**src/logic/amiga_timing_params.svh**
```systemverilog
// amiga timing geometry
// PAL frame size, sync and blank windows, E-clock division
// windows run from start inclusive to end exclusive

`ifndef AMIGA_TIMING_PARAMS_SVH
`define AMIGA_TIMING_PARAMS_SVH

// frame size in colour clocks and lines
`define AT_HTOTAL        227
`define AT_VTOTAL        312

// horizontal sync window in hpos
`define AT_HSYNC_START   18
`define AT_HSYNC_END     35

// horizontal blank window in hpos
`define AT_HBLANK_START  15
`define AT_HBLANK_END    55

// vertical sync window in vpos
`define AT_VSYNC_START   2
`define AT_VSYNC_END     5

// vblank from line 0 up to here
`define AT_VBLANK_END    25

// 7 MHz periods per E-clock
`define AT_ECLK_PHASES   10

`endif
```
**src/logic/amiga_timing_pkg.sv**
```systemverilog
// amiga timing types
// bundles shared between the clock, beam, timer and sync blocks

`default_nettype none

package amiga_timing_pkg;

  // clock phase outputs of clock_enables
  typedef struct packed {
    logic       clk7_en;   // 7 MHz enable, one in four
    logic       clk7n_en;  // 7 MHz negedge enable
    logic       c1;        // quadrature level
    logic       c3;        // c1 shifted 90 deg
    logic       cck;       // colour clock level
    logic [9:0] eclk;      // one-hot E-clock phase
  } clk_phase_t;

  // beam position in colour clocks and lines
  typedef struct packed {
    logic [8:0] hpos;
    logic [8:0] vpos;
  } beam_pos_t;

  // interval timer control
  typedef struct packed {
    logic        load;     // strobe, copies reload
    logic        start;    // level, run while high
    logic        oneshot;  // level, halt after first underflow
    logic [15:0] reload;   // reload value
  } timer_ctrl_t;

  // video sync flags, all active high
  typedef struct packed {
    logic hsync;
    logic vsync;
    logic blank;
  } sync_t;

  // interval timer states
  typedef enum logic [1:0] {
    TMR_IDLE,  // stopped
    TMR_RUN,   // counting eclk ticks
    TMR_DONE   // one-shot expired, wait for start low
  } timer_state_e;

endpackage

`default_nettype wire

```
**src/logic/amiga_timing_top.sv**
```systemverilog
// amiga timing top
// timing core of the chipset
// clock enables feed the beam counter, the sync decode and the E-clock timer

`default_nettype none

module amiga_timing_top
  import amiga_timing_pkg::*;
(
  input  logic        clk_28,       // 28 MHz master clock
  input  logic        locked,       // held in reset while low
  input  timer_ctrl_t timer_ctrl,   // interval timer control
  output clk_phase_t  phases,       // amiga clock phases
  output beam_pos_t   beam,         // beam position
  output sync_t       sync,         // hsync, vsync, blank
  output logic [15:0] timer_count,  // interval timer count
  output logic        timer_irq     // timer underflow
);

  logic cck_en;   // colour clock strobe
  logic eclk_en;  // E-clock strobe

  clock_enables clock_enables0 (
    .clk_28  (clk_28),
    .locked  (locked),
    .phases  (phases),
    .cck_en  (cck_en),
    .eclk_en (eclk_en)
  );

  beam_counter beam_counter0 (
    .clk_28 (clk_28),
    .locked (locked),
    .cck_en (cck_en),
    .beam   (beam)
  );

  eclk_timer eclk_timer0 (
    .clk_28  (clk_28),
    .locked  (locked),
    .eclk_en (eclk_en),
    .ctrl    (timer_ctrl),
    .count   (timer_count),
    .irq     (timer_irq)
  );

  video_sync video_sync0 (
    .clk_28 (clk_28),
    .locked (locked),
    .beam   (beam),
    .sync   (sync)
  );

endmodule

`default_nettype wire

```
**src/logic/video_sync.sv**
```systemverilog
// video sync
// decodes hsync, vsync and blank from the beam position
// flags are registered so they trail the beam by one cycle

`include "amiga_timing_params.svh"
`default_nettype none

module video_sync
  import amiga_timing_pkg::*;
(
  input  logic      clk_28,   // 28 MHz master clock
  input  logic      locked,   // held in reset while low
  input  beam_pos_t beam,     // beam position
  output sync_t     sync      // registered sync flags
);

  logic hsync_win;
  logic vsync_win;
  logic hblank_win;
  logic vblank_win;

  // horizontal windows
  assign hsync_win  = (beam.hpos >= 9'(`AT_HSYNC_START)) &&
                      (beam.hpos <  9'(`AT_HSYNC_END));
  assign hblank_win = (beam.hpos >= 9'(`AT_HBLANK_START)) &&
                      (beam.hpos <  9'(`AT_HBLANK_END));

  // vertical windows
  assign vsync_win  = (beam.vpos >= 9'(`AT_VSYNC_START)) &&
                      (beam.vpos <  9'(`AT_VSYNC_END));
  assign vblank_win = (beam.vpos <  9'(`AT_VBLANK_END));  // top of frame

  always_ff @(posedge clk_28 or negedge locked) begin
    if (!locked) begin
      sync <= '0;
    end else begin
      sync.hsync <= hsync_win;
      sync.vsync <= vsync_win;
      sync.blank <= hblank_win || vblank_win;  // either blanking region
    end
  end

endmodule

`default_nettype wire

```
**src/logic/eclk_timer.sv**
```systemverilog
// eclk timer
// CIA-style 16-bit interval timer clocked by E-clock ticks
// reloads on underflow and pulses irq for one cycle
// one-shot mode halts after the first underflow

`default_nettype none

module eclk_timer
  import amiga_timing_pkg::*;
(
  input  logic        clk_28,   // 28 MHz master clock
  input  logic        locked,   // held in reset while low
  input  logic        eclk_en,  // E-clock tick
  input  timer_ctrl_t ctrl,     // load, start, mode and reload value
  output logic [15:0] count,    // current count
  output logic        irq       // underflow pulse
);

  timer_state_e state;
  logic         tick;       // counting edge
  logic         underflow;  // tick at zero count

  assign tick      = (state == TMR_RUN) && ctrl.start && eclk_en;
  assign underflow = tick && (count == 16'd0);

  // run control
  always_ff @(posedge clk_28 or negedge locked) begin
    if (!locked) begin
      state <= TMR_IDLE;
    end else begin
      case (state)
        TMR_IDLE: begin
          if (ctrl.start) begin
            state <= TMR_RUN;
          end
        end
        TMR_RUN: begin
          if (!ctrl.start) begin
            state <= TMR_IDLE;  // stop on start low
          end else if (underflow && ctrl.oneshot) begin
            state <= TMR_DONE;
          end
        end
        TMR_DONE: begin
          if (!ctrl.start) begin
            state <= TMR_IDLE;
          end
        end
        default: begin
          state <= TMR_IDLE;
        end
      endcase
    end
  end

  // counter
  // load wins over the tick in the same cycle
  always_ff @(posedge clk_28 or negedge locked) begin
    if (!locked) begin
      count <= 16'd0;
    end else if (ctrl.load) begin
      count <= ctrl.reload;        // load in any state
    end else if (underflow) begin
      count <= ctrl.reload;        // auto reload
    end else if (tick) begin
      count <= count - 16'd1;
    end
  end

  // interrupt
  always_ff @(posedge clk_28 or negedge locked) begin
    if (!locked) begin
      irq <= 1'b0;
    end else begin
      irq <= underflow;  // single cycle
    end
  end

endmodule

`default_nettype wire

```
**src/logic/beam_counter.sv**
```systemverilog
// beam counter
// counts colour clocks across a PAL line and lines across a frame
// horizontal wrap is the only thing that moves vpos

`include "amiga_timing_params.svh"
`default_nettype none

module beam_counter
  import amiga_timing_pkg::*;
(
  input  logic      clk_28,   // 28 MHz master clock
  input  logic      locked,   // held in reset while low
  input  logic      cck_en,   // colour clock strobe
  output beam_pos_t beam      // current beam position
);

  beam_pos_t beam_r;
  logic      h_wrap;   // last colour clock of the line
  logic      v_wrap;   // last line of the frame

  assign h_wrap = (beam_r.hpos == 9'(`AT_HTOTAL - 1));
  assign v_wrap = (beam_r.vpos == 9'(`AT_VTOTAL - 1));

  // horizontal position
  always_ff @(posedge clk_28 or negedge locked) begin
    if (!locked) begin
      beam_r.hpos <= 9'd0;
    end else if (cck_en) begin
      if (h_wrap) begin
        beam_r.hpos <= 9'd0;
      end else begin
        beam_r.hpos <= beam_r.hpos + 9'd1;
      end
    end
  end

  // vertical position
  // steps once per line on the hpos wrap
  always_ff @(posedge clk_28 or negedge locked) begin
    if (!locked) begin
      beam_r.vpos <= 9'd0;
    end else if (cck_en && h_wrap) begin
      if (v_wrap) begin
        beam_r.vpos <= 9'd0;  // new frame
      end else begin
        beam_r.vpos <= beam_r.vpos + 9'd1;
      end
    end
  end

  assign beam = beam_r;

endmodule

`default_nettype wire

```
**src/logic/clock_enables.sv**
```systemverilog
// clock enables
// divides clk_28 into the 7 MHz enables, the c1/c3 quadrature,
// the colour clock and the ten E-clock phases
// also registers the cck_en and eclk_en strobes for the core

`include "amiga_timing_params.svh"
`default_nettype none

module clock_enables
  import amiga_timing_pkg::*;
(
  input  logic       clk_28,   // 28 MHz master clock
  input  logic       locked,   // held in reset while low
  output clk_phase_t phases,   // phase bundle
  output logic       cck_en,   // one cycle per colour clock
  output logic       eclk_en   // one cycle per E-clock
);

  logic [1:0] clk7_cnt;    // 7 MHz phase
  logic       clk7_en_r;
  logic       clk7n_en_r;
  logic       clk_7;       // 7 MHz level
  logic       c3_r;
  logic       c1_r;
  logic [3:0] e_cnt;       // E-clock phase 0..9
  logic [3:0] e_cnt_nxt;
  logic       cck_r;
  logic       cck_en_r;
  logic       eclk_en_r;
  logic [9:0] eclk;        // one-hot decode of e_cnt

  // 7 MHz divider, starts at 2 out of reset
  always_ff @(posedge clk_28 or negedge locked) begin
    if (!locked) begin
      clk7_cnt   <= 2'd2;
      clk7_en_r  <= 1'b0;
      clk7n_en_r <= 1'b0;
    end else begin
      clk7_cnt   <= clk7_cnt + 2'd1;
      clk7_en_r  <= (clk7_cnt == 2'd0);
      clk7n_en_r <= (clk7_cnt == 2'd2);  // two cycles after clk7_en
    end
  end

  assign clk_7 = clk7_cnt[1];

  // c3 trails clk_7 by one cycle
  // c1 is inverted c3 one cycle later
  always_ff @(posedge clk_28 or negedge locked) begin
    if (!locked) begin
      c3_r <= 1'b0;
      c1_r <= 1'b0;
    end else begin
      c3_r <= clk_7;
      c1_r <= ~c3_r;
    end
  end

  // E-clock phase steps once per 7 MHz period
  always_comb begin
    e_cnt_nxt = e_cnt;
    if (clk7_cnt == 2'd1) begin
      if (e_cnt == 4'(`AT_ECLK_PHASES - 1)) begin
        e_cnt_nxt = 4'd0;  // wrap after phase 9
      end else begin
        e_cnt_nxt = e_cnt + 4'd1;
      end
    end
  end

  // E-clock phase, colour clock level and the two strobes
  always_ff @(posedge clk_28 or negedge locked) begin
    if (!locked) begin
      e_cnt     <= 4'd0;
      cck_r     <= 1'b0;
      cck_en_r  <= 1'b0;
      eclk_en_r <= 1'b0;
    end else begin
      e_cnt     <= e_cnt_nxt;
      cck_r     <= ~e_cnt_nxt[0];
      cck_en_r  <= (clk7_cnt == 2'd0) && !e_cnt[0];    // lines up with clk7_en
      eclk_en_r <= (clk7_cnt == 2'd0) && (e_cnt == 4'd0);
    end
  end

  // phase decode
  always_comb begin
    for (int i = 0; i < `AT_ECLK_PHASES; i++) begin
      eclk[i] = (e_cnt == 4'(i));
    end
  end

  assign phases = '{
    clk7_en:  clk7_en_r,
    clk7n_en: clk7n_en_r,
    c1:       c1_r,
    c3:       c3_r,
    cck:      cck_r,
    eclk:     eclk
  };

  assign cck_en  = cck_en_r;
  assign eclk_en = eclk_en_r;

endmodule

`default_nettype wire

```
**config.mk**
```make
export PLATFORM = sky130hd
export DESIGN_NAME = amiga_timing_top
export DESIGN_NICKNAME = d
export VERILOG_FILES = /design/src/logic/amiga_timing_pkg.sv /design/src/logic/amiga_timing_top.sv /design/src/logic/video_sync.sv /design/src/logic/eclk_timer.sv /design/src/logic/beam_counter.sv /design/src/logic/clock_enables.sv
export VERILOG_INCLUDE_DIRS = /design/src /design/src/logic
export SDC_FILE = /design/constraint.sdc
export NUM_CORES = 1
export LEC_CHECK = 0
export BUFFER_PORTS_ARGS = -buffer_cell sky130_fd_sc_hd__clkbuf_2
export CORE_AREA = 10 10 79 88
export CTS_BUF_LIST = sky130_fd_sc_hd__clkbuf_16
export CTS_CLUSTER_DIAMETER = 120
export DETAILED_ROUTE_END_ITERATION = 6
export DIE_AREA = 0 0 89 98
export PLACE_DENSITY = 0.81
export SYNTH_ARGS = -nofsm -noshare
export SYNTH_HDL_FRONTEND = slang
export SYNTH_SLANG_ARGS = --single-unit
```
**constraint.sdc**
```tcl
create_clock -name clk_28 -period 4.25 [get_ports clk_28]
set_input_delay 0.85 -clock clk_28 [delete_from_list [all_inputs] [get_ports clk_28]]
set_output_delay 0.85 -clock clk_28 [all_outputs]
set_load 0.05 [all_outputs]
```
==> reports/qor.csv, run 1 <==
stage,metric,value,unit
floorplanning,standard-cell row count,28,
cells_and_area,"Design Area, Final",3382,um2
drt,vias post-DR,2556,
global_route,initial antenna violation count,0,
drt,Residual DRC,0,
critical_path,critical path type,flop to flop,
cts,root buf cell,clkbuf_16,
sta,Rel. slew slack,23.84,%
sta,Max Clock Skew,0.008395,ns
cells_and_area,Final Net Count,399,
drt,total wire length,7.123,mm
drt,1st-iter DRT viols,130,
sta,fmax,0.3868,GHz
cells_and_area,# fillers,449,
global_route,met1 GRT Util,19.84,%
cts,CTS Buf Count,5,
cells_and_area,P&R area growth vs syn,16.66,%
min_path,WHS Path Cells,0,
cts,CTS tree,built,
placement,I/O Buffers,73,
logic_synthesis,Post-Syn Instances,311,
critical_path,WP data arrival,2.75,ns
global_route,GRT Util Overall,16.52,%
drt,via/cell ratio,5.944,
global_route,GR Util met2,27.90,%
floorplanning,effective utilization at floorplan,55.54,%
critical_path,WP data required,4.42,ns
cts,clk buf depth,2,
logic_synthesis,Yosys reg bits,53,
sta,unrepaired setup endpoints after global routing,no,
logic_synthesis,Post-synth EDFFs,0,
critical_path,R2R cell count,7,
cells_and_area,Non-Filler Instances,430,
cells_and_area,layout cell share with drive strength beyond 1,25.14,%
cts,CTS resizes,0,
sta,shortest period the worst path allows,2.585,ns
cts,hold_buf cts,0,
global_route,Top Usage Layer GRT,met2,
logic_synthesis,share of the synthesized area in the top cell type,44.89,%
logic_synthesis,share of async-settable or async-resettable flops after synthesis,100.0,%
logic_synthesis,Yosys cell types,56,
logic_synthesis,Synth warnings,0,
global_route,met3 Use GR,5.154,%
floorplanning,die area,8722,um2
sta,Finish-stage setup viols,0,
drt,First-pass DRT Iterations,4,
placement,DP Area,3239,um2
placement,Placed Instances,422,
cts,clock slew at reported path FFs,0.07,ns
cts,clk_lat worst skew,0.29,ns
floorplanning,core area,5220,um2
logic_synthesis,sequential area share after synthesis,45.79,%
logic_synthesis,synth cell count leaders,"52 x dfrtp_1, 31 x nand2_1, 27 x nor2_1",
floorplanning,die height,98,um
sta,Final Cycle Share,60.83,%
global_route,GRT overflow,0,
global_route,vias in the first global route,2525,
logic_synthesis,top-count cell post-synth,dfrtp_1,
critical_path,crit end category,flop,
floorplanning,number of top-level pins,74,
power,P_leak,1.585,nW
global_route,first-pass GRT wire length,12.01,mm
critical_path,crit-path max FO,21,
sta,pins over their slew limit,0,
outcome,status,"complete, no violations",
global_route,largest net degree at the start of global routing,54,
critical_path,CP startpoint kind,flop,
logic_synthesis,post-synth top area cell,dfrtp_1,
power,peak supply drop,202.1,uV
logic_synthesis,"Top FF cell, synth",dfrtp_1,
sta,setup TNS,0,ns
floorplanning,die width,89,um
logic_synthesis,Mapped Area,2899,um2
min_path,Worst Hold Class,flop to flop,
logic_synthesis,Syn Area/Cell,9.322,um2
sta,Slew @ Worst Pin,1.139,ns
cts,# Post-CTS Setup Buffers,0,
cts,# H-tree levels,2,
placement,GPL Wtd Cong,0.8687,
power,total power,1.120,mW
placement,detailed placement HPWL,5.237,mm
cells_and_area,Antenna Cells,0,
drt,Final ANT Viol Nets,0,
cts,Num Clock Sinks,53,
sta,final hold violations,0,
logic_synthesis,synth top area cells,"dfrtp_1 45%, nand2_1 4.0%, ha_1 3.9%",
power,PwrDens,331.2,nW/um2
logic_synthesis,Post-Syn Nets,341,
drt,post-DR wirelength/cell,16.57,um
flow_run,number of max-cap violations,0,
[report_power, final]
| group | switching, mW | internal (mW) | total (mW) |
|---|---|---|---|
| clock network | 0.179 | 0.216 | 0.395 |
| registers | 0.0318 | 0.523 | 0.555 |
| logic | 0.122 | 0.0476 | 0.170 |
[final cells by class]
class | count | area (um2) | area share [%]
multi-input cells | 223 | 1419 | 41.95
flip-flops and latches | 53 | 1328 | 39.25
repair buffers | 74 | 372.9 | 11.02
clock buffers | 5 | 125.1 | 3.700
well taps | 60 | 75.07 | 2.220
inverters | 12 | 45.04 | 1.332
clock inverters | 3 | 17.52 | 0.5179
[per-stage QoR]
step / worst slack [ns] / utilization, % / hold WS (ns)
floorplan: 1.337 / - / 0.3955
global placement: 1.512 / 62.06 / 0.4032
detailed placement: 1.421 / 62.06 / 0.4033
global route: 1.503 / 64.79 / 0.4219
finish: 1.665 / 64.79 / 0.4121
CTS: 1.701 / 64.79 / 0.4146
[routing by layer]
| layer | vias to the layer above | wire [um] |
|---|---|---|
| met5 | - | 0 |
| met4 | 0 | 31 |
| met3 | 4 | 603 |
| met2 | 81 | 3535 |
| met1 | 1237 | 2953 |
| li1 | 1234 | - |
[path summary, 6_finish.rpt]
check,endpoint,from,slack [ns]
setup / recovery,eclk_timer0.count[13],eclk_timer0.count[0],1.66
hold / removal,clock_enables0.c3_r,clock_enables0.clk7_cnt[1],0.41
setup reg to reg,eclk_timer0.count[13],eclk_timer0.count[0],1.66
hold reg to reg,clock_enables0.c3_r,clock_enables0.clk7_cnt[1],0.41
max in group asynchronous,clock_enables0.c1_r,locked,3.12
min in group asynchronous,eclk_timer0.count[4],locked,0.66
[critical path, stage by stage, from the launching register on]
cell and delay (ns):
dfrtp_1 0.46, inv_1 0.12, ha_1 0.21, or4b_1 0.23, nor2_1 0.08, a31oi_2 0.91
a21oi_1 0.16, o221a_2 0.29
[placed cells by master, fill, tap and decap left out, drive strengths merged, types with 4 or more instances in the layout]
cell type / instances
a21oi: 9
a31oi: 4
and4: 4
clkbuf: 78
dfrtp: 52
ha: 9
inv: 12
mux2i: 5
nand2: 31
nand2b: 5
nand3: 14
nand4: 12
nor2: 28
nor3: 16
nor4: 5
o21ai: 20
o31ai: 4
xnor2: 8
xor2: 4
[sequential cells by signal, indices dropped and copies added (netlist names), 2 cells and up]
register                 flops
eclk_timer0.count           16
eclk_timer0.state            2
clock_enables0.e_cnt         4
clock_enables0.clk7_cnt      2
video_sync0.sync             3
beam_counter0.beam          18
[cells by family (layout without fill, tap and decap cells)]
kind of cell / after synthesis / count (layout) / share of synthesized area (%)
buffers and inverters: 35 / 94 / 5.481
DFF: 53 / 53 / 45.79
xor gates and xnor gates: 12 / 12 / 3.625
and+or+nand+nor: 139 / 139 / 26.33
muxes: 5 / 5 / 1.726
AOI/OAI and AO/OA: 58 / 58 / 13.16
adders and majority gates: 9 / 9 / 3.884
Note: power is estimated with default switching activity, not from simulation.
==> run 2, diff against run 1 <==
--- a/config.mk
+++ b/config.mk
@@ -6,13 +6,14 @@
 export SDC_FILE = /design/constraint.sdc
 export NUM_CORES = 1
 export LEC_CHECK = 0
+export ABC_AREA = 1
 export BUFFER_PORTS_ARGS = -buffer_cell sky130_fd_sc_hd__clkbuf_2
-export CORE_AREA = 10 10 79 88
+export CORE_AREA = 10 10 89 98
 export CTS_BUF_LIST = sky130_fd_sc_hd__clkbuf_16
 export CTS_CLUSTER_DIAMETER = 120
 export DETAILED_ROUTE_END_ITERATION = 6
-export DIE_AREA = 0 0 89 98
-export PLACE_DENSITY = 0.81
+export DIE_AREA = 0 0 99 108
+export PLACE_DENSITY = 0.72
 export SYNTH_ARGS = -nofsm -noshare
 export SYNTH_HDL_FRONTEND = slang
 export SYNTH_SLANG_ARGS = --single-unit
==> constraint.sdc (replaced) <==
create_clock -name clk_28 -period 2.09 [get_ports clk_28]
set_input_delay 0.418 -clock clk_28 [delete_from_list [all_inputs] [get_ports clk_28]]
set_output_delay 0.418 -clock clk_28 [all_outputs]
set_load 0.05 [all_outputs]
==> run 2 against run 1 <==
  * Highest routed layer unchanged
  * Sequential power rose by 110%
  * Die area rose by 23%
  * Total power rose by 130%
  * Critical path type unchanged
  * Final cell count rose by 39%
  * Setup slack got worse by 1.4 ns
  * Via count rose by 16%
==> reports/qor.csv, run 2 <==
stage,metric,value,unit,change
critical_path,crit-path max FO,21,,unchanged
placement,DP Area,3621,um2,+12%
cells_and_area,Antenna Cells,0,,unchanged
sta,shortest period the worst path allows,1.846,ns,-0.7390 ns
placement,GPL Wtd Cong,0.8908,,+2.5%
cts,clk buf depth,2,,unchanged
cells_and_area,P&R area growth vs syn,18.11,%,
cells_and_area,"Design Area, Final",3794,um2,+12%
global_route,GRT Util Overall,14.75,%,-1.8 points
sta,Final Cycle Share,88.34,%,+28 points
cells_and_area,layout cell share with drive strength beyond 1,20.04,%,-5.1 points
outcome,status,"complete, no violations",,
drt,post-DR wirelength/cell,12.88,um,-22%
sta,Max Clock Skew,0.006240,ns,-0.002154 ns
critical_path,worst reg2reg path endpoint,eclk_timer0.count[7],,
sta,Slew @ Worst Pin,0.5399,ns,-0.5990 ns
critical_path,CP startpoint kind,flop,,
global_route,vias in the first global route,2965,,+17%
logic_synthesis,sequential area share after synthesis,41.33,%,-4.5 points
cells_and_area,FF+latch area,1328,um2,unchanged
critical_path,R2R cell count,12,,+5
critical_path,critical path type,flop to flop,,
power,peak supply drop,339.5,uV,+68%
critical_path,crit path launch,eclk_timer0.count[0],,
power,Seq pwr share,44.1,%,-5.4 points
critical_path,"slowest stage delay, CP",0.41,ns,-0.50 ns
placement,I/O Buffers,73,,unchanged
logic_synthesis,Yosys reg bits,53,,unchanged
floorplanning,die height,108,um,+10%
sta,Finish-stage setup viols,0,,unchanged
floorplanning,number of top-level pins,74,,unchanged
cells_and_area,max FFs per register,18,,unchanged
floorplanning,core area,6847,um2,+31%
cells_and_area,Final Net Count,543,,+36%
floorplanning,effective utilization at floorplan,46.91,%,-8.6 points
cts,CTS Buf Count,5,,unchanged
cells_and_area,"commonest non-fill, non-tap cells in the layout","119 x nand2_1, 75 x inv_1, 73 x clkbuf_2",,
power,PwrDens,678.4,nW/um2,+100%
critical_path,CP max-delay cell,dfrtp_1,,
logic_synthesis,share of the synthesized area in the top cell type,40.51,%,-4.4 points
sta,setup TNS,0,ns,unchanged
cts,Num Clock Sinks,53,,unchanged
logic_synthesis,Yosys cell types,36,,-36%
critical_path,crit end category,flop,,
critical_path,WP data arrival,2.07,ns,-0.68 ns
power,Switch Pwr,0.8033,mW,+140%
logic_synthesis,Post-Syn Instances,442,,+42%
logic_synthesis,share of async-settable or async-resettable flops after synthesis,100.0,%,unchanged
power,switch share,31.21,%,+1.5 points
drt,First-pass DRT Iterations,5,,+1
cts,clock slew at reported path FFs,0.07,ns,about the same
sta,fmax,0.5416,GHz,+40%
drt,1st-iter DRT viols,99,,-24%
logic_synthesis,synth cell count leaders,"119 x nand2_1, 74 x inv_1, 55 x nor2_1",,
critical_path,WP data required,2.32,ns,-2.10 ns
power,total power,2.574,mW,+130%
logic_synthesis,Synth warnings,0,,unchanged
floorplanning,die width,99,um,+11%
floorplanning,die area,10690,um2,+23%
drt,total wire length,7.713,mm,+8.3%
placement,detailed placement HPWL,6.093,mm,+16%
cells_and_area,# fillers,657,,+46%
min_path,Worst Hold Class,input pin to asynchronous set/reset pin,,
logic_synthesis,Post-synth EDFFs,0,,unchanged
cts,clk_lat worst skew,0.29,ns,about the same
power,Pint,1.770,mW,+120%
critical_path,reg2reg setup slack,0.24,ns,-1.42 ns
logic_synthesis,Syn Area/Cell,7.267,um2,-22%
sta,final hold violations,0,,unchanged
logic_synthesis,Post-Syn Nets,472,,+38%
cells_and_area,Multi-input gate area,1515,um2,+6.8%
cts,hold_buf cts,0,,unchanged
power,clock power share,35.8,%,+0.5 points
logic_synthesis,"Top FF cell, synth",dfrtp_1,,
sta,Rel. slew slack,64.01,%,+40 points
drt,Residual DRC,0,,unchanged
cts,CTS resizes,0,,unchanged
power,P_leak,2.151,nW,+36%
cells_and_area,"Core Util, Final",55.41,%,-9.4 points
global_route,initial antenna violation count,0,,unchanged
sta,pins over their slew limit,0,,unchanged
cells_and_area,"commonest non-fill, non-tap cell in the layout",nand2_1,,
logic_synthesis,synth top area cells,"dfrtp_1 41%, nand2_1 14%, inv_1 8.6%",,
floorplanning,standard-cell row count,32,,+14%
cts,CTS tree,built,,
critical_path,worst path cell trace,inv_1 -> ha_1 -> inv_1 -> nor2_1 -> nand2_1 -> nor2_2 -> nand3_4 -> nand2_8 -> inv_1 -> nand2_1 -> nand3_1 -> nand2_1,,
cts,root buf cell,clkbuf_16,,
cts,# H-tree levels,2,,unchanged
logic_synthesis,post-synth top area cell,dfrtp_1,,
sta,unrepaired setup endpoints after global routing,no,,
flow_run,number of max-cap violations,0,,unchanged
global_route,first-pass GRT wire length,13.43,mm,+12%
drt,vias post-DR,2969,,+16%
cts,# Post-CTS Setup Buffers,0,,unchanged
logic_synthesis,Mapped Area,3212,um2,+11%
critical_path,reg-to-reg startpoint,eclk_timer0.count[0],,
global_route,GRT overflow,0,,unchanged
drt,via/cell ratio,4.957,,-17%
global_route,largest net degree at the start of global routing,24,,-56%
logic_synthesis,top-count cell post-synth,nand2_1,,
power,Combinational Power Share,20.1,%,+4.9 points
drt,Final ANT Viol Nets,0,,unchanged
## run 2: cell types whose count changed in the layout (fill, tap and decap cells not counted), sizes merged, moves of 5 or more
| cell | before | now |
|---|---|---|
| o21ai | 20 | 8 |
| nor3 | 16 | 11 |
| nand3 | 14 | 38 |
| nand2 | 31 | 122 |
| nand2b | 5 | 0 |
| xor2 | 4 | 9 |
| inv | 12 | 76 |
| nor4 | 5 | 0 |
| mux2i | 5 | 0 |
| nor2 | 28 | 62 |
## run 2: layer usage
layer | routed length, um | GRT usage [%] | share of wire (%) | up-vias
li1 | - | - | - | 1513
met1 | 3184 | 17.03 | 41 | 1372
met2 | 3909 | 25.65 | 51 | 75
met3 | 533 | 4.659 | 6.9 | 9
met4 | 86 | 4.201 | 1.1 | 0
met5 | 0 | 0 | 0 | -
## run 2: worst max path at each step
stage	endpoint	slack, ns	depth (start not counted)
CTS	eclk_timer0.count[10]	0.20	12
global placement	eclk_timer0.count[7]	0.29	12
global route	eclk_timer0.count[7]	0.05	12
detailed placement	eclk_timer0.count[10]	0.23	12
floorplan	eclk_timer0.count[13]	0.23	11
finish	eclk_timer0.count[7]	0.24	12
## run 2: worst max-delay path, delay by kind of cell, from the launching register on
kind | cells | cell delay, ns
flops | 1 | 0.41
simple gates | 8 | 0.86
buf+inv | 3 | 0.32
fa+ha+maj | 1 | 0.19
## run 2: area by class of cell
class | count | share of cell area, %
multi-input cells | 300 | 39.94
flip-flops and latches | 53 | 34.99
repair buffers | 77 | 10.42
inverters | 76 | 7.520
clock buffers | 5 | 3.298
well taps | 85 | 2.803
clock inverters | 3 | 1.022
## run 2: power groups by stage
| stage | Sequential [mW] | Clock, mW | Combinational, mW |
|---|---|---|---|
| finish | 1.14 | 0.921 | 0.516 |
| global route | 1.14 | 0.989 | 0.573 |
| global placement | 1.15 | 0 | 0.513 |
| floorplan | 1.29 | 0 | 0.228 |
| CTS | 1.14 | 0.947 | 0.521 |
| detailed placement | 1.15 | 0 | 0.519 |
## run 2: metrics by stage
step	hold WS, ns	setup slack [ns]	instances
floorplan	0.1224	0.2312	442
global placement	0.4076	0.2863	591
detailed placement	0.4070	0.2253	591
CTS	0.1138	0.1978	599
global route	0.1342	0.05002	599
finish	0.09682	0.2437	599
## run 2: kinds of logic (layout without fill, tap and decap cells)
kind of cell | after synthesis | count (layout) | share of synthesized area [%]
compound gates | 32 | 32 | 6.428
xor+xnor | 13 | 13 | 3.545
fa+ha+maj | 9 | 9 | 3.506
buf+inv | 89 | 161 | 11.76
flops | 53 | 53 | 41.33
simple gates | 246 | 246 | 33.42
